<file path="src/rtl/cache_interface_types.sv">
package cache_interface_types;

	// Access width of a load or store
	typedef enum logic [1:0] {
		ACCESS_BYTE = 2'd0,
		ACCESS_HALF = 2'd1,
		ACCESS_WORD = 2'd2
	} cache_access_size_t;

	// One data word seen as a whole, as halfword lanes or as byte lanes
	typedef union packed {
		logic [31:0]      word;
		logic [1:0][15:0] half;
		logic [3:0][7:0]  bytes;
	} word_lanes_u;

endpackage

</file>
<file path="src/rtl/lsu_types_pkg.sv">
package lsu_types_pkg;

	// Where a returning load takes its data from
	typedef enum logic {
		SRC_ARRAY   = 1'b0,
		SRC_FORWARD = 1'b1
	} load_source_t;

endpackage

</file>
<file path="src/rtl/store_buffer_ifs.sv">
`timescale 1ns/1ns

// ~~~~~~~~~~~~~~~~~~~~~~~~~~~~~~~~~~~~~~~~~~~~~~~~~~~~~~~~~~~~
// Store entry into the buffer
interface sb_put_if #(parameter int ADDR_BITS = 12);
	logic [ADDR_BITS-1:0]                   addr;
	logic [31:0]                            data;
	cache_interface_types::cache_access_size_t size;
	logic                                   put;

	modport sender   (output addr, data, size, put);
	modport receiver (input addr, data, size, put);
endinterface

// ~~~~~~~~~~~~~~~~~~~~~~~~~~~~~~~~~~~~~~~~~~~~~~~~~~~~~~~~~~~~
// Load lookup against buffered stores
interface sb_snoop_if #(parameter int ADDR_BITS = 12);
	logic [ADDR_BITS-1:0]                   addr;
	cache_interface_types::cache_access_size_t size;
	logic [31:0]                            data;
	logic                                   hit;
	logic                                   conflict;
	lsu_types_pkg::load_source_t            source;

	// A hit means the data comes from the buffer
	assign source = hit ? lsu_types_pkg::SRC_FORWARD : lsu_types_pkg::SRC_ARRAY;

	modport requester (output addr, size);
	modport responder (input addr, size, output data, hit, conflict);
	modport monitor   (input data, source);
endinterface


</file>
<file path="src/rtl/access_align.sv">
`timescale 1ns/1ns

module access_align #(
	parameter int ADDR_BITS = 12
) (
	input  logic                                   store_i,
	input  logic [ADDR_BITS-1:0]                   store_addr_i,
	input  logic [31:0]                            store_data_i,
	input  cache_interface_types::cache_access_size_t store_size_i,
	input  logic [ADDR_BITS-1:0]                   load_addr_i,
	input  cache_interface_types::cache_access_size_t load_size_i,
	sb_put_if.sender                               put,
	sb_snoop_if.requester                          snoop
);

	// Store request
	assign put.put  = store_i;
	assign put.addr = store_addr_i;
	assign put.size = store_size_i;

	// Move the low byte or halfword into the lane the address picks
	always_comb begin
		cache_interface_types::word_lanes_u lanes;
		lanes.word = '0;
		unique case (store_size_i)
			cache_interface_types::ACCESS_BYTE:
				lanes.bytes[store_addr_i[1:0]] = store_data_i[7:0];
			cache_interface_types::ACCESS_HALF:
				lanes.half[store_addr_i[1]] = store_data_i[15:0];
			default:
				lanes.word = store_data_i;
		endcase
		put.data = lanes.word;
	end

	// Load lookup goes straight to the buffer
	assign snoop.addr = load_addr_i;
	assign snoop.size = load_size_i;

endmodule

</file>
<file path="src/flat_wrapper.sv">
// flat-port wrapper written by rule: the top's interface ports become plain ports
module access_align_flat 
#(
	parameter int ADDR_BITS = 12
)
  (store_i, store_addr_i, store_data_i, store_size_i, load_addr_i, load_size_i, put_addr, put_data, put_size, put_put, snoop_addr, snoop_size);
  sb_put_if #(.ADDR_BITS(ADDR_BITS)) put_i ();
  sb_snoop_if #(.ADDR_BITS(ADDR_BITS)) snoop_i ();
  input  logic store_i;
  input  logic [ADDR_BITS-1:0] store_addr_i;
  input  logic [31:0] store_data_i;
  input  cache_interface_types::cache_access_size_t store_size_i;
  input  logic [ADDR_BITS-1:0] load_addr_i;
  input  cache_interface_types::cache_access_size_t load_size_i;
  output wire logic [$bits(put_i.addr)-1:0] put_addr;
  output wire logic [$bits(put_i.data)-1:0] put_data;
  output wire logic [$bits(put_i.size)-1:0] put_size;
  output wire logic [$bits(put_i.put)-1:0] put_put;
  output wire logic [$bits(snoop_i.addr)-1:0] snoop_addr;
  output wire logic [$bits(snoop_i.size)-1:0] snoop_size;
  assign put_addr = put_i.addr;
  assign put_data = put_i.data;
  assign put_size = put_i.size;
  assign put_put = put_i.put;
  assign snoop_addr = snoop_i.addr;
  assign snoop_size = snoop_i.size;
  access_align #(.ADDR_BITS(ADDR_BITS)) u_core (.store_i(store_i), .store_addr_i(store_addr_i), .store_data_i(store_data_i), .store_size_i(store_size_i), .load_addr_i(load_addr_i), .load_size_i(load_size_i), .put(put_i), .snoop(snoop_i));
endmodule
</file>
<file path="config.mk">
export PLATFORM = sky130hd
export DESIGN_NAME = access_align_flat
export DESIGN_NICKNAME = d
export VERILOG_FILES = /design/src/rtl/cache_interface_types.sv /design/src/rtl/lsu_types_pkg.sv /design/src/rtl/store_buffer_ifs.sv /design/src/rtl/access_align.sv /design/src/flat_wrapper.sv
export SDC_FILE = /design/constraint.sdc
export NUM_CORES = 1
export LEC_CHECK = 0
export BUFFER_PORTS_ARGS = -buffer_cell sky130_fd_sc_hd__buf_2
export CORE_ASPECT_RATIO = 1.1
export CORE_UTILIZATION = 25
export DETAILED_ROUTE_END_ITERATION = 16
export GPL_ROUTABILITY_DRIVEN = 0
export PLACE_DENSITY = 0.8
export SLEW_MARGIN = 30
export SYNTH_ARGS = -nofsm -noshare
export SYNTH_HDL_FRONTEND = slang
export SYNTH_SLANG_ARGS = --single-unit
</file>
<file path="constraint.sdc">
create_clock -name vclk -period 0.91
set_input_delay 0.1365 -clock vclk [all_inputs]
set_output_delay 0.1365 -clock vclk [all_outputs]
set_load 0.01 [all_outputs]
</file>
# Word-level counts from Yosys, hierarchy flattened

Cells that the tools add are included.

Latch bits: 0
Bits in read-only memories: 0
Memories: 0
Memory bits (writable): 0
Output and inout port bits: 61
Word-level logic and storage cells: 15
Register bits after elaboration: 0
Input bits: 61

Multipliers: 0
Multiplexer cells: 5
Div/mod/pow operators: 0
Shift operators: 0
Equality and inequality tests: 1
Add/sub/neg operators: 0
Order comparisons: 4
Bitwise logic cells: 2
Reduce and logical (&&, ||, !) cells: 3

Operator list:

| operator           | count |
|---|---|
| $and 32x32->32     | 2 |
| $pmux 32 s2        | 1 |
| $demux 16 s1       | 1 |
| $demux 8 s2        | 1 |
| $mux 16            | 1 |
| $mux 8             | 1 |
| $lt 2x3->1 const B | 1 |
| $eq 2x1->1 const B | 1 |
| $ge 2x1->1 const B | 1 |
| $logic_and 1x1->1  | 2 |
| $logic_not 2->1    | 1 |
| $lt 1x2->1 const B | 1 |
| $ge 1x1->1 const B | 1 |

# Depth between registers and ports, before layout

Depth in word-level cells: 6
Depth in mapped cells: 5
Gate-level depth less buffers: 3

# Worst setup path after synthesis

Ideal clock, no wire load.

Path type: input port to output port
From: input port store_size_i[1]
To: output port put_data[11]
Data arrival time: 0.958 ns
Path slack: -0.184 ns
Stages on the path: 5
Buffers on the path: 2
Required time: 0.774 ns
Cells stage by stage: buf_6 > nor3b_4 > buf_6 > nand2_1 > o21ai_1

Word-level cells in the longest chain between the ends: 2
Elaborated cells on any way between the ends: 3
Classes of those cells: eq/ne: 1; mux: 1; reduce/logical: 1

RTL lines:

| what                                                 | line               | text |
|---|---|---|
| start: declaration                                   | flat_wrapper.sv:12 | `input cache_interface_types::cache_access_size_t store_size_i;` |
| $eq 2x1->1 / $logic_not 2->1 (equally long branches) | access_align.sv:25 | `unique case (store_size_i)` |
| $pmux 32 s2 *                                        | access_align.sv:25 |  |
| end: declaration                                     | flat_wrapper.sv:16 | `output wire logic [$bits(put_i.data)-1:0] put_data;` |

Mark *: on every way between the ends. The rest lies on a longest branch, timed or not.

# Worst setup path in the final report

From: input port store_addr_i[0]
To: output port put_data[17]

Word-level cells in the longest chain between the ends: 6
Elaborated cells on any way between the ends: 7
Classes of those cells: order compare: 2; mux: 3; bitwise: 1; reduce/logical: 1

RTL lines:

| what                                                                  | line               | text |
|---|---|---|
| start: declaration                                                    | flat_wrapper.sv:10 | `input logic [ADDR_BITS-1:0] store_addr_i;` |
| $lt 2x3->1 (not written as such) / $ge 2x1->1 (equally long branches) | access_align.sv:27 | `lanes.bytes[store_addr_i[1:0]] = store_data_i[7:0];` |
| $logic_and 1x1->1 (not written as such)                               | access_align.sv:27 |  |
| $mux 8 (not written as such)                                          | access_align.sv:27 |  |
| $demux 8 s2 *                                                         | --                 |  |
| $and 32x32->32 (no source line) *                                     | --                 |  |
| $pmux 32 s2 *                                                         | access_align.sv:25 |  |

Marks and branches as above.

==> results.tsv <==
stage	metric	value	unit
outcome	status	finished, violations left	
outcome	violations	negative setup slack	
global_route	busiest_layer	met2	
placement	dp_hpwl	1940	microns
global_route	grt_pass1_wl	3710	microns
drt	drt-vias-per-instance	4.99	
sta	drv_slew	0	
cells_and_area	ff_latch_area	0	sq um
critical_path	path_delay_family	buffers and inverters	
synthesis	synthesis.area	681	sq um
critical_path	cpPeakStageDelay	0.20	ns
synthesis	synth_area_per_cell	6.42	sq um
run	drv_cap	0	
global_route	met3_usage	0.00271	
critical_path	endpoint_kind	output port	
floorplanning	die_x	51.8	microns
synthesis	yosys-top-cells-area	buf_4 32%, a22o_1 10%, o21ai_0 10%	
placement	io_buffers	72	
synthesis	syn_nets	167	
sta	fmax	839	MHz
cells_and_area	fin_cells	188	
placement	dp_cells	186	
synthesis	seq_area_frac_synth	0	
global_route	globalRouteTotalUtil	0.161	
cells_and_area	nClkBuffers	0	
drt	drtIter0Drc	16	
synthesis	synth.most_common_cell	buf_4	
drt	ant_nets	0	
cells_and_area	seq_cell_count	0	
sta	maxSlewHeadroom	0.778	
critical_path	cp_slowest_cell	nor3b_4	
floorplanning	ios	122	
sta	hold_viol	0	
sta	fin_ws	-0.282	ns
synthesis	ys_top_cells_by_count	29 x buf_4, 16 x nand2_1, 14 x o21ai_0	
global_route	overflow	0	
floorplanning	core	2540	sq um
sta	min_period_over_period	1.31	
power_and_ir_drop	p_per_area	520	nW/um^2
min_path	hold_path_class	in -> out	
synthesis	postSynthCellCount	106	
critical_path	crit_fanout	6	
sta	tightest_slew	0.331	ns
placement	post-place-ws	-0.437	ns
global_route	grt_max_degree	19	
cells_and_area	final_nets	220	
drt	first_pass_iters	4	
global_route	antenna_found_initial	0	
critical_path	path_common_cell	buf_6	
global_route	met1_usage	0.178	
critical_path	required	0.77	ns
synthesis	yosysTopAreaCell	buf_4	
floorplanning	initial_utilization	0.268	
cells_and_area	syn_to_final_growth	64.2	%
cts	hold_buffers	0	
drt	drt_wl_total	2530	microns
sta	fin_crit	1.19	ns
floorplanning	die_y	56.7	microns
cells_and_area	fillers	286	
critical_path	critical_path_buf_inv_count	4	
cells_and_area	drive_gt1_frac	0.758	
drt	vias	939	
synthesis	synthDistinctLibCells	16	
cells_and_area	num_antenna_cells	0	
critical_path	crit_arrival	1.06	ns
synthesis	yosys_warnings	0	
floorplanning	rows	19	
critical_path	crit_chain	buf_6 -> nor2b_4 -> buf_6 -> nor3b_4 -> buf_6 -> a22o_1 -> buf_2	
power_and_ir_drop	p_leak	0.000582	uW
critical_path	startpoint_type	input pin	
global_route	use_met2	0.314	
critical_path	crit_type	in -> out	
sta	finalSetupViolations	32	
global_route	grt_pass1_vias	843	
sta	rsz0062_at_grt	true	
drt	wl_per_cell	13.4	microns
drt	drc_errors	0	
floorplanning	die-area	2940	sq um
power_and_ir_drop	max-vdd-ir-drop	0.252	mV
synthesis	synth_top_area_share	0.320	
per-stage QoR:
step / cell area (sq um) / TNS, ns / hold slack, ns / total power [uW] / utilization
2_1_floorplan: 731 / -2.33 / 0.365 / 377 / -
3_3_place_gp: 957 / -10.38 / 0.273 / 497 / 0.376
3_5_place_dp: 957 / -10.65 / 0.273 / 501 / 0.376
4_1_cts: 1090 / -8.00 / 0.273 / 569 / 0.429
5_1_grt: 1120 / -9.65 / 0.273 / 629 / 0.439
6_report: 1120 / -7.37 / 0.273 / 581 / 0.439
metal layers:
| metal | up-vias | part of all wire |
|---|---|---|
| li1 | 447 | - |
| met1 | 430 | 0.38 |
| met2 | 46 | 0.51 |
| met3 | 16 | 0.074 |
| met4 | 0 | 0.039 |
| met5 | - | 0 |
where the power goes:
part	internal (uW)	switching [uW]	leakage, uW
Sequential	0	0	0
Clock	0	0	0
Combinational	298	282	0.000582
placed cells by master, fill, tap and decap left out, types with 2 or more instances in the layout:
cell type / instances
nor3b_4: 2
nand3_2: 3
o21ai_0: 8
and2_1: 7
o21ai_1: 4
a22oi_2: 4
buf_4: 11
nand3_1: 5
a22oi_1: 4
nand2_2: 14
buf_2: 65
buf_6: 10
a22o_1: 8
o21ai_2: 4
path summary, 6_finish.rpt:
path / startpoint / end / slack [ns] / depth (start not counted)
hold / removal: store_addr_i[10] / put_addr[10] / 0.27 / 0
setup / recovery: store_addr_i[0] / put_data[17] / -0.28 / 7
final cells by class:
type	instances	area [sq um]	area share
Multi-Input combinational cell	70	543	0.486
Tap cell	31	38.8	0.0347
Timing Repair Buffer	87	536	0.479
kinds of logic (layout without fill, tap and decap cells):
kind of cell / count (synthesis) / after routing / synth area share
AND/OR/NAND/NOR: 37 / 37 / 0.298
buffers and inverters: 36 / 87 / 0.382
AO/OA/AOI/OAI: 33 / 33 / 0.320
timing repair:
item                                    in CTS  in global routing
endpoints found under the setup margin      32                 32
pin swaps                                   14                 14
hold endpoints to repair                     0                  0
resized for setup                           29                  7
gates cloned                                 1                  0
setup buffers                                1                  0
(Power assumes the default switching activity.)
