==> src/rtl/cache_interface_types.sv <==
package cache_interface_types;

	// Access width of a load or store
	typedef enum logic [1:0] {
		ACCESS_BYTE = 2'd0,
		ACCESS_HALF = 2'd1,
		ACCESS_WORD = 2'd2
	} cache_access_size_t;

	// One data word seen as a whole, as halfword lanes or as byte lanes
	typedef union packed {
		logic [31:0]      word;
		logic [1:0][15:0] half;
		logic [3:0][7:0]  bytes;
	} word_lanes_u;

endpackage

==> src/rtl/lsu_types_pkg.sv <==
package lsu_types_pkg;

	// Where a returning load takes its data from
	typedef enum logic {
		SRC_ARRAY   = 1'b0,
		SRC_FORWARD = 1'b1
	} load_source_t;

endpackage

==> src/rtl/store_buffer_ifs.sv <==
`timescale 1ns/1ns

// ~~~~~~~~~~~~~~~~~~~~~~~~~~~~~~~~~~~~~~~~~~~~~~~~~~~~~~~~~~~~
// Store entry into the buffer
interface sb_put_if #(parameter int ADDR_BITS = 12);
	logic [ADDR_BITS-1:0]                   addr;
	logic [31:0]                            data;
	cache_interface_types::cache_access_size_t size;
	logic                                   put;

	modport sender   (output addr, data, size, put);
	modport receiver (input addr, data, size, put);
endinterface

// ~~~~~~~~~~~~~~~~~~~~~~~~~~~~~~~~~~~~~~~~~~~~~~~~~~~~~~~~~~~~
// Load lookup against buffered stores
interface sb_snoop_if #(parameter int ADDR_BITS = 12);
	logic [ADDR_BITS-1:0]                   addr;
	cache_interface_types::cache_access_size_t size;
	logic [31:0]                            data;
	logic                                   hit;
	logic                                   conflict;
	lsu_types_pkg::load_source_t            source;

	// A hit means the data comes from the buffer
	assign source = hit ? lsu_types_pkg::SRC_FORWARD : lsu_types_pkg::SRC_ARRAY;

	modport requester (output addr, size);
	modport responder (input addr, size, output data, hit, conflict);
	modport monitor   (input data, source);
endinterface

// ~~~~~~~~~~~~~~~~~~~~~~~~~~~~~~~~~~~~~~~~~~~~~~~~~~~~~~~~~~~~
// Oldest entry towards the data array
interface sb_drain_if #(parameter int ADDR_BITS = 12);
	logic [ADDR_BITS-1:0]                   addr;
	logic [31:0]                            data;
	cache_interface_types::cache_access_size_t size;
	logic                                   valid;
	logic                                   accept;

	modport source (output addr, data, size, valid, input accept);
	modport sink   (input addr, data, size, valid, output accept);
endinterface

==> src/rtl/store_buffer.sv <==
`timescale 1ns/1ns

module store_buffer #(
	parameter int NUM_ENTRIES = 4,
	parameter int ADDR_BITS   = 12,
	parameter int LINE_BYTES  = 32
) (
	input  logic          clk_i,
	input  logic          reset_i,
	sb_put_if.receiver    put,
	sb_snoop_if.responder snoop,
	sb_drain_if.source    drain,
	output logic          full_o,
	output logic          empty_o
);

	localparam int IDX_BITS    = $clog2(NUM_ENTRIES);
	localparam int OFFSET_BITS = $clog2(LINE_BYTES);

	typedef struct packed {
		logic [ADDR_BITS-1:0]                   addr;
		logic [31:0]                            data;
		cache_interface_types::cache_access_size_t size;
	} sb_entry_t;

	sb_entry_t           entries [NUM_ENTRIES];
	logic [IDX_BITS-1:0] head;
	logic [IDX_BITS-1:0] tail;
	logic                full;

	logic empty;
	logic advance;
	logic retire;

	function automatic logic [IDX_BITS-1:0] next_ptr(input logic [IDX_BITS-1:0] p);
		return (p == IDX_BITS'(NUM_ENTRIES - 1)) ? '0 : p + 1'b1;
	endfunction

	assign empty   = !full && (head == tail);
	assign advance = put.put && !full;
	assign retire  = drain.valid && drain.accept;

	assign full_o  = full;
	assign empty_o = empty;

	// ~~~~~~~~~~~~~~~~~~~~~~~~~~~~~~~~~~~~~~~~~~~~~~~~~~~~~~~~~~~~
	// Drain side, oldest entry sits at tail
	assign drain.valid = !empty;
	assign drain.addr  = entries[tail].addr;
	assign drain.data  = entries[tail].data;
	assign drain.size  = entries[tail].size;

	// ~~~~~~~~~~~~~~~~~~~~~~~~~~~~~~~~~~~~~~~~~~~~~~~~~~~~~~~~~~~~
	// Snoop, oldest to youngest so the last match wins
	always_comb begin
		int count;
		int idx;
		if (full)
			count = NUM_ENTRIES;
		else if (head >= tail)
			count = int'(head) - int'(tail);
		else
			count = int'(head) + NUM_ENTRIES - int'(tail);
		snoop.data     = '0;
		snoop.hit      = 1'b0;
		snoop.conflict = 1'b0;
		for (int i = 0; i < NUM_ENTRIES; i++) begin
			idx = (int'(tail) + i) % NUM_ENTRIES;
			if (i < count) begin
				if (entries[idx].addr == snoop.addr &&
				    entries[idx].size == snoop.size) begin
					snoop.hit      = 1'b1;
					snoop.conflict = 1'b0;
					snoop.data     = entries[idx].data;
				end else if (entries[idx].addr[ADDR_BITS-1:OFFSET_BITS] ==
				             snoop.addr[ADDR_BITS-1:OFFSET_BITS]) begin
					snoop.hit      = 1'b0;
					snoop.conflict = 1'b1;
				end
			end
		end
	end

	// ~~~~~~~~~~~~~~~~~~~~~~~~~~~~~~~~~~~~~~~~~~~~~~~~~~~~~~~~~~~~
	// Pointers and full flag
	always_ff @(posedge clk_i) begin
		if (reset_i) begin
			head <= '0;
			tail <= '0;
			full <= 1'b0;
		end else begin
			if (advance)
				head <= next_ptr(head);
			if (retire)
				tail <= next_ptr(tail);
			// Count is unchanged when both happen
			if (retire)
				full <= 1'b0;
			else if (advance)
				full <= (next_ptr(head) == tail);
		end
	end

	always_ff @(posedge clk_i) begin
		if (advance) begin
			entries[head].addr <= put.addr;
			entries[head].data <= put.data;
			entries[head].size <= put.size;
		end
	end

endmodule

==> src/flat_wrapper.sv <==
// flat-port wrapper written by rule: the top's interface ports become plain ports
module store_buffer_flat 
#(
	parameter int NUM_ENTRIES = 4,
	parameter int ADDR_BITS   = 12,
	parameter int LINE_BYTES  = 32
)
  (clk_i, reset_i, full_o, empty_o, put_addr, put_data, put_size, put_put, snoop_addr, snoop_size, snoop_data, snoop_hit, snoop_conflict, drain_addr, drain_data, drain_size, drain_valid, drain_accept);
  sb_put_if #(.ADDR_BITS(ADDR_BITS)) put_i ();
  sb_snoop_if #(.ADDR_BITS(ADDR_BITS)) snoop_i ();
  sb_drain_if #(.ADDR_BITS(ADDR_BITS)) drain_i ();
  input  logic clk_i;
  input  logic reset_i;
  output logic full_o;
  output logic empty_o;
  input wire logic [$bits(put_i.addr)-1:0] put_addr;
  input wire logic [$bits(put_i.data)-1:0] put_data;
  input wire logic [$bits(put_i.size)-1:0] put_size;
  input wire logic [$bits(put_i.put)-1:0] put_put;
  input wire logic [$bits(snoop_i.addr)-1:0] snoop_addr;
  input wire logic [$bits(snoop_i.size)-1:0] snoop_size;
  output wire logic [$bits(snoop_i.data)-1:0] snoop_data;
  output wire logic [$bits(snoop_i.hit)-1:0] snoop_hit;
  output wire logic [$bits(snoop_i.conflict)-1:0] snoop_conflict;
  output wire logic [$bits(drain_i.addr)-1:0] drain_addr;
  output wire logic [$bits(drain_i.data)-1:0] drain_data;
  output wire logic [$bits(drain_i.size)-1:0] drain_size;
  output wire logic [$bits(drain_i.valid)-1:0] drain_valid;
  input wire logic [$bits(drain_i.accept)-1:0] drain_accept;
  assign put_i.addr = put_addr;
  assign put_i.data = put_data;
  assign put_i.size = put_size;
  assign put_i.put = put_put;
  assign snoop_i.addr = snoop_addr;
  assign snoop_i.size = snoop_size;
  assign snoop_data = snoop_i.data;
  assign snoop_hit = snoop_i.hit;
  assign snoop_conflict = snoop_i.conflict;
  assign drain_addr = drain_i.addr;
  assign drain_data = drain_i.data;
  assign drain_size = drain_i.size;
  assign drain_valid = drain_i.valid;
  assign drain_i.accept = drain_accept;
  store_buffer #(.NUM_ENTRIES(NUM_ENTRIES), .ADDR_BITS(ADDR_BITS), .LINE_BYTES(LINE_BYTES)) u_core (.clk_i(clk_i), .reset_i(reset_i), .put(put_i), .snoop(snoop_i), .drain(drain_i), .full_o(full_o), .empty_o(empty_o));
endmodule
==> config.mk <==
export PLATFORM = sky130hd
export DESIGN_NAME = store_buffer_flat
export DESIGN_NICKNAME = d
export VERILOG_FILES = /design/src/rtl/cache_interface_types.sv /design/src/rtl/lsu_types_pkg.sv /design/src/rtl/store_buffer_ifs.sv /design/src/rtl/store_buffer.sv /design/src/flat_wrapper.sv
export SDC_FILE = /design/constraint.sdc
export NUM_CORES = 1
export LEC_CHECK = 0
export ABC_AREA = 0
export ABC_CLOCK_PERIOD_IN_PS = 6400
export BUFFER_PORTS_ARGS = -buffer_cell sky130_fd_sc_hd__buf_4
export CAP_MARGIN = 0
export CORE_UTILIZATION = 45
export DETAILED_ROUTE_END_ITERATION = 7
export GPL_TIMING_DRIVEN = 0
export PLACE_DENSITY = 0.62
export SYNTH_ARGS = -nofsm -noshare
export SYNTH_HDL_FRONTEND = slang
export SYNTH_SLANG_ARGS = --single-unit
==> constraint.sdc <==
create_clock -name clk_i -period 6.4 [get_ports clk_i]
set_input_delay 0.96 -clock clk_i [delete_from_list [all_inputs] [get_ports clk_i]]
set_output_delay 0.96 -clock clk_i [all_outputs]
set_load 0.05 [all_outputs]
* Word-level counts from Yosys, hierarchy flattened
Memories as Yosys holds them, arrays and structs flattened. A register that Yosys moved wholly into a read port is not among the register bits. Index checks and enable logic that the tools add are counted.
Word-level totals: RAM bits 184, bits of input ports 64, logic and storage cells 84, memories kept 1, register bits after elaboration 5
Cells by class: add/subtract/negate cells 8, equality and inequality tests 16, reduce and logical (&&, ||, !) cells 10, magnitude comparators 5, multiplexer cells 41
Memory list:
- u_core.entries | words 4, width 46, read ports 5, clocked after Yosys merged registers in 2, write ports 1, line store_buffer.sv:26 | sb_entry_t entries [NUM_ENTRIES];
Operators by type and width (number):
- 32-bit 2-to-1 mux | 10
- 3-bit by 32-bit less-than comparator with 1-bit output (first input constant) | 2
- 12-bit equality test | 4
- 1-bit by 32-bit less-than comparator with 1-bit output (first input constant) | 1
- 2-bit by 32-bit less-than comparator with 1-bit output (first input constant) | 1
- 32-bit by 3-bit subtractor with 32-bit output | 1
- 7-bit equality test | 4
- 1-bit 2-to-1 mux | 25
- 2-bit equality test | 6
- 2-bit 2-to-1 mux | 6
- 1-bit logical AND | 7
- 2-bit by 1-bit adder with 2-bit output (second input constant) | 3
- 2-bit adder (second input constant) | 2
- 2-bit by 3-bit adder with 4-bit output (second input constant) | 1
- 2-bit equality test (second input constant) | 2
- 2-bit by 2-bit subtractor with 3-bit output | 1
- 2-bit >= comparator | 1
- 1-bit zero test | 2
- 2-bit OR reduction | 1

* Depth between registers and ports, before layout
depth in word-level cells 15, gate-level depth with buffers 13

* Worst setup path before layout
Ideal clock, no wire load.
kind register to output, start point register u_core.tail[1], end point output port snoop_data[1], path buffers 4, data arrival time 3.833 ns, path slack 1.607 ns, cell stages (with the launch flop) 13, cell sequence dfxtp_1 buf_2 buf_2 buf_1 inv_1 fa_1 nor2b_1 o32ai_1 a21oi_1 and4b_1 a21oi_1 buf_6 a311oi_1
On the way: longest elaborated chain between the ends 11, elaborated cells between the ends (all ways) 29, classes of those cells add/sub (5); order compare (5); eq/ne (6); mux (9); reduce/logical (3); memory (1)
RTL lines:
- start: declaration | line store_buffer.sv:28 | logic [IDX_BITS-1:0] tail;
- start signal: assignment | line store_buffer.sv:95 | tail <= next_ptr(tail);
- 32-bit by 3-bit subtractor with 32-bit output, or another cell as far along | line store_buffer.sv:63 | count = int'(head) + NUM_ENTRIES - int'(tail);
- 32-bit 2-to-1 mux | line store_buffer.sv:60 | else if (head >= tail)
- 32-bit 2-to-1 mux | line store_buffer.sv:58 | if (full)
- 1-bit by 32-bit less-than comparator with 1-bit output | line store_buffer.sv:69 | if (i < count) begin
- 32-bit 2-to-1 mux | line store_buffer.sv:69
- 32-bit 2-to-1 mux | line store_buffer.sv:70 | if (entries[idx].addr == snoop.addr &&
- 32-bit 2-to-1 mux | line store_buffer.sv:69
- 32-bit 2-to-1 mux | line store_buffer.sv:70
- 32-bit 2-to-1 mux | line store_buffer.sv:69
- 32-bit 2-to-1 mux | line store_buffer.sv:70
- 32-bit 2-to-1 mux * | line store_buffer.sv:69
- end: declaration | line flat_wrapper.sv:22 | output wire logic [$bits(snoop_i.data)-1:0] snoop_data;
Mark *: on every way between the ends. The rest lies on a longest branch, timed or not.

* Worst setup path after layout
Ends and elaborated chain as after synthesis.

==> impl_results.rst <==
.. list-table::
   :header-rows: 1

   * - Metric
     - Value
   * - Number of cells on the worst hold path
     - 3
   * - Number of gates resized after cts
     - 0
   * - Router iterations before antenna repair
     - 5
   * - Max Transition Viols Final
     - 0
   * - Via count of the routed design
     - 8431
   * - Timing-limited maximum frequency
     - 168 MHz
   * - Total congestion overflow
     - 0
   * - Warnings from Yosys
     - 0
   * - R2R depth
     - 10
   * - Clock transition time at the flip-flop clock pins of the worst setup and hold paths
     - 0.07 ns
   * - Setup bufs post-CTS
     - 0
   * - Startpoint of the worst-slack reg-to-reg timing path
     - u_core.tail[1]
   * - Reported max-cap violation count
     - 0
   * - Number of vias per cell
     - 6.44
   * - CP max-delay cell
     - sky130_fd_sc_hd__fa_1
   * - Antenna diode instance count
     - 0
   * - Count of mapped cells out of synthesis
     - 758
   * - Via count of the first global-routing pass
     - 8627
   * - Clock buffers created by TritonCTS
     - 17
   * - XOR/XNOR Fraction of Synth Area
     - 3.93%
   * - Compound-gate portion of the synthesized area
     - 4.52%
   * - Area of the mapped netlist
     - 12700 µm²
   * - Half-perimeter wire length after detailed placement
     - 22.9 mm
   * - H-tree depth
     - 4
   * - Cts hold-fix bufs
     - 0
   * - Type of the worst min-delay path
     - reg2reg
   * - Adder and majority cell fraction of the synthesized area
     - 0.847%
   * - Number of remaining DRC errors
     - 0
   * - Number of buffers on the longest clock path
     - 2
   * - Area Growth Syn to Fin
     - 16.7%
   * - Final count of negative-setup-slack endpoints
     - 0
   * - Series of cell instances along the critical path
     - buf_2 -> buf_2 -> buf_1 -> inv_1 -> fa_1 -> inv_1 -> o21ai_0 -> nand4_1 -> nor2_2 -> buf_2 -> nand4_1 -> a311oi_1 -> buf_4
   * - Die Height
     - 170 µm
   * - Slew Limit Headroom
     - 24.4%
   * - Primary flip-flop cell chosen by synthesis mapping
     - sky130_fd_sc_hd__edfxtp_1
   * - Cell variety after synth
     - 42
   * - Count of routing violations after the opening detailed-route iteration
     - 813
   * - Layout Skew
     - 0.00937 ns
   * - Final cycle utilization of the critical path
     - 92.8%
   * - Part of the total power dissipated in sequential elements
     - 34.7%
   * - Combinational Power Share
     - 41.3%
   * - Synth Register Bits
     - 191
   * - Cell Rows
     - 61
   * - Share of flip-flops with an asynchronous set or reset
     - 0%
   * - Syn Nets
     - 830
   * - Share of layout cells above drive strength 1
     - 50.5%
   * - Sw frac
     - 35.2%
   * - Result of the run
     - completed
   * - Kind of launch point of the worst setup path
     - register
   * - Relative contribution of the clock network to total power
     - 24.0%
   * - Period minus WS final
     - 5.94 ns
   * - Setup TNS
     - 0 ns
   * - Required time worst endpoint
     - 5.44 ns
   * - CTS Sinks
     - 191
   * - Post-layout net count
     - 991
   * - Internal power
     - 2840 µW
   * - Clock tree from TritonCTS
     - done
   * - Wire length per cell
     - 26.5 µm
   * - Endpoint type of the worst setup path
     - primary output
   * - Core Footprint
     - 27800 µm²
   * - Min-Delay Endpoint
     - u_core.head[0]
   * - Flop-to-flop setup slack
     - 3.62 ns
   * - Worst path max stage delay
     - 0.62 ns
   * - Share of the yosys chip area belonging to registers
     - 44.6%
   * - Critical Path AT
     - 4.98 ns
   * - Layout Cells excl Fill
     - 1309
   * - Total placed cells including tap cells
     - 1278
   * - Cell family with most CP delay
     - buffers and inverters
   * - Area contributors post-synth
     - sky130_fd_sc_hd__edfxtp_1, sky130_fd_sc_hd__mux4_2, sky130_fd_sc_hd__a311oi_2
   * - Cell at the root of the clock tree
     - sky130_fd_sc_hd__clkbuf_16
   * - Buffers plus inverters on the worst setup path
     - 7
   * - Worst-path fanout max
     - 10
   * - Critical setup path kind
     - reg2out
   * - Starting Density
     - 45.7%
   * - Width of the die
     - 170 µm
   * - Cell type with the highest aggregate area in the netlist
     - sky130_fd_sc_hd__edfxtp_1
   * - Leading post-synthesis cells by instance count
     - sky130_fd_sc_hd__edfxtp_1, sky130_fd_sc_hd__mux4_2, sky130_fd_sc_hd__xnor2_1
   * - Pin count of the biggest net entering global routing
     - 47
   * - Clock insertion delay at the later pin of the skew report
     - 0.43 ns
   * - Maximum resistive drop on vdd
     - 140 µV
   * - Wirelength, routed
     - 34.6 mm
   * - Leakage component of the power
     - 0.00458 µW
   * - Total net switching power
     - 1540 µW
   * - GRT Resource Usage Total
     - 24.9%
   * - Number of top-level pins
     - 147
   * - Slew at the pin closest to its max-slew limit
     - 1.13 ns
   * - Routability-driven placement congestion ratio
     - 0.780
   * - Hold Vio Cnt, Final
     - 0
   * - Startpoint of the worst hold path
     - u_core.head[0]
   * - Initial antenna violation count
     - 0
   * - Buffers added on ports
     - 142
   * - Simple-gate share of the synthesized area
     - 9.85%
   * - Number of nets still failing antenna checks after routing
     - 0
   * - Dominant combinational cell family by area after synthesis
     - multiplexers
   * - Area fraction of the dominant cell type after synthesis
     - 43.5%
   * - Number of synthesized flops with an enable pin
     - 184
   * - Area of the die
     - 28900 µm²
   * - Per-instance average area after synthesis
     - 16.8 µm²
   * - Power per Cell Area
     - 296 nW/µm²
   * - Unrepaired setup endpoints after global routing
     - false
   * - Critical path's most frequent cell
     - sky130_fd_sc_hd__buf_2
   * - Wire length of the first global-routing pass
     - 52.6 mm
   * - Multiplexer share of the synthesized area
     - 32.6%
   * - Most common cell in the netlist
     - sky130_fd_sc_hd__edfxtp_1
how the worst max path moves through the flow:
stage                        start  depth (start not counted)  slack [ns]            end
global route        u_core.tail[1]                         13        0.30  snoop_data[1]
CTS                 u_core.tail[1]                         13        0.50  snoop_data[1]
global placement    u_core.tail[1]                         13        1.02  snoop_data[1]
finish              u_core.tail[1]                         13        0.46  snoop_data[1]
detailed placement  u_core.tail[1]                         13        0.99  snoop_data[1]
floorplan           u_core.tail[1]                         12        1.61  snoop_data[1]
metal layers:
layer,wire (µm),vias to the layer above,GRT usage [%]
met1,14600,4412,34.6
met4,654,0,7.05
met3,2250,52,4.60
li1,-,3569,-
met2,17200,398,40.1
met5,0,-,0
kinds of logic after synthesis:
group,after synthesis
mux,187
simple gates,181
fa+ha+maj,8
flops,191
buf+inv,83
compound gates,51
xor+xnor,57
final cells by class:
type,instances,area [µm²]
fill,2330,13000
tap,378,473
timing repair buffer,142,1070
clock buffer,19,433
clock inverter,12,135
inverter,7,26.3
buffer,76,438
sequential,191,5670
multi-input combinational,484,6580
registers in the layout, summed over array words and instances, names as in the netlist, named ones only:
signal and count:
u_core.entries 184, u_core.full_o 1, u_core.head 2, u_core.tail 2
power by group through the flow:
stage          Sequential, µW  Combinational [µW]  Clock, µW
2_1_floorplan            1530                1380          0
3_3_place_gp             1550                1820          0
3_5_place_dp             1550                1830          0
4_1_cts                  1520                1830       1070
5_1_grt                  1530                1930       1120
6_report                 1520                1810       1050
worst reg2reg max path: cells and delay by family (launching register included):
family | cells | cell delay, ns
AOI/OAI and AO/OA | 1 | 0.06
adders and majority gates | 1 | 0.34
buffers and inverters | 4 | 1.36
DFF | 1 | 0.35
and+or+nand+nor | 4 | 0.59
stage by stage:
stage	worst slack (ns)	utilization [%]	power (µW)	area [µm²]	hold slack, ns
6_report	0.462	53.3	4390	14800	0.654
5_1_grt	0.302	53.3	4570	14800	0.701
4_1_cts	0.495	53.3	4420	14800	0.654
3_5_place_dp	0.989	51.3	3370	14200	0.603
3_3_place_gp	1.02	51.3	3370	14200	0.599
2_1_floorplan	1.61	-	2910	12700	0.568
layout by cell type, fill, tap and decap left out, types with 16 or more instances in the layout:
cell type	netlist	layout
sky130_fd_sc_hd__edfxtp_1	184	184
sky130_fd_sc_hd__mux4_2	181	181
sky130_fd_sc_hd__buf_4	10	152
sky130_fd_sc_hd__xnor2_1	41	41
sky130_fd_sc_hd__nand4_1	40	40
sky130_fd_sc_hd__nand2_1	39	39
sky130_fd_sc_hd__nor2b_1	36	36
sky130_fd_sc_hd__nor4_2	30	30
sky130_fd_sc_hd__buf_2	29	29
sky130_fd_sc_hd__a311oi_2	29	29
sky130_fd_sc_hd__clkbuf_1	19	21
sky130_fd_sc_hd__clkbuf_16	0	17
sky130_fd_sc_hd__xor2_1	16	16
(Power assumes the default switching activity.)
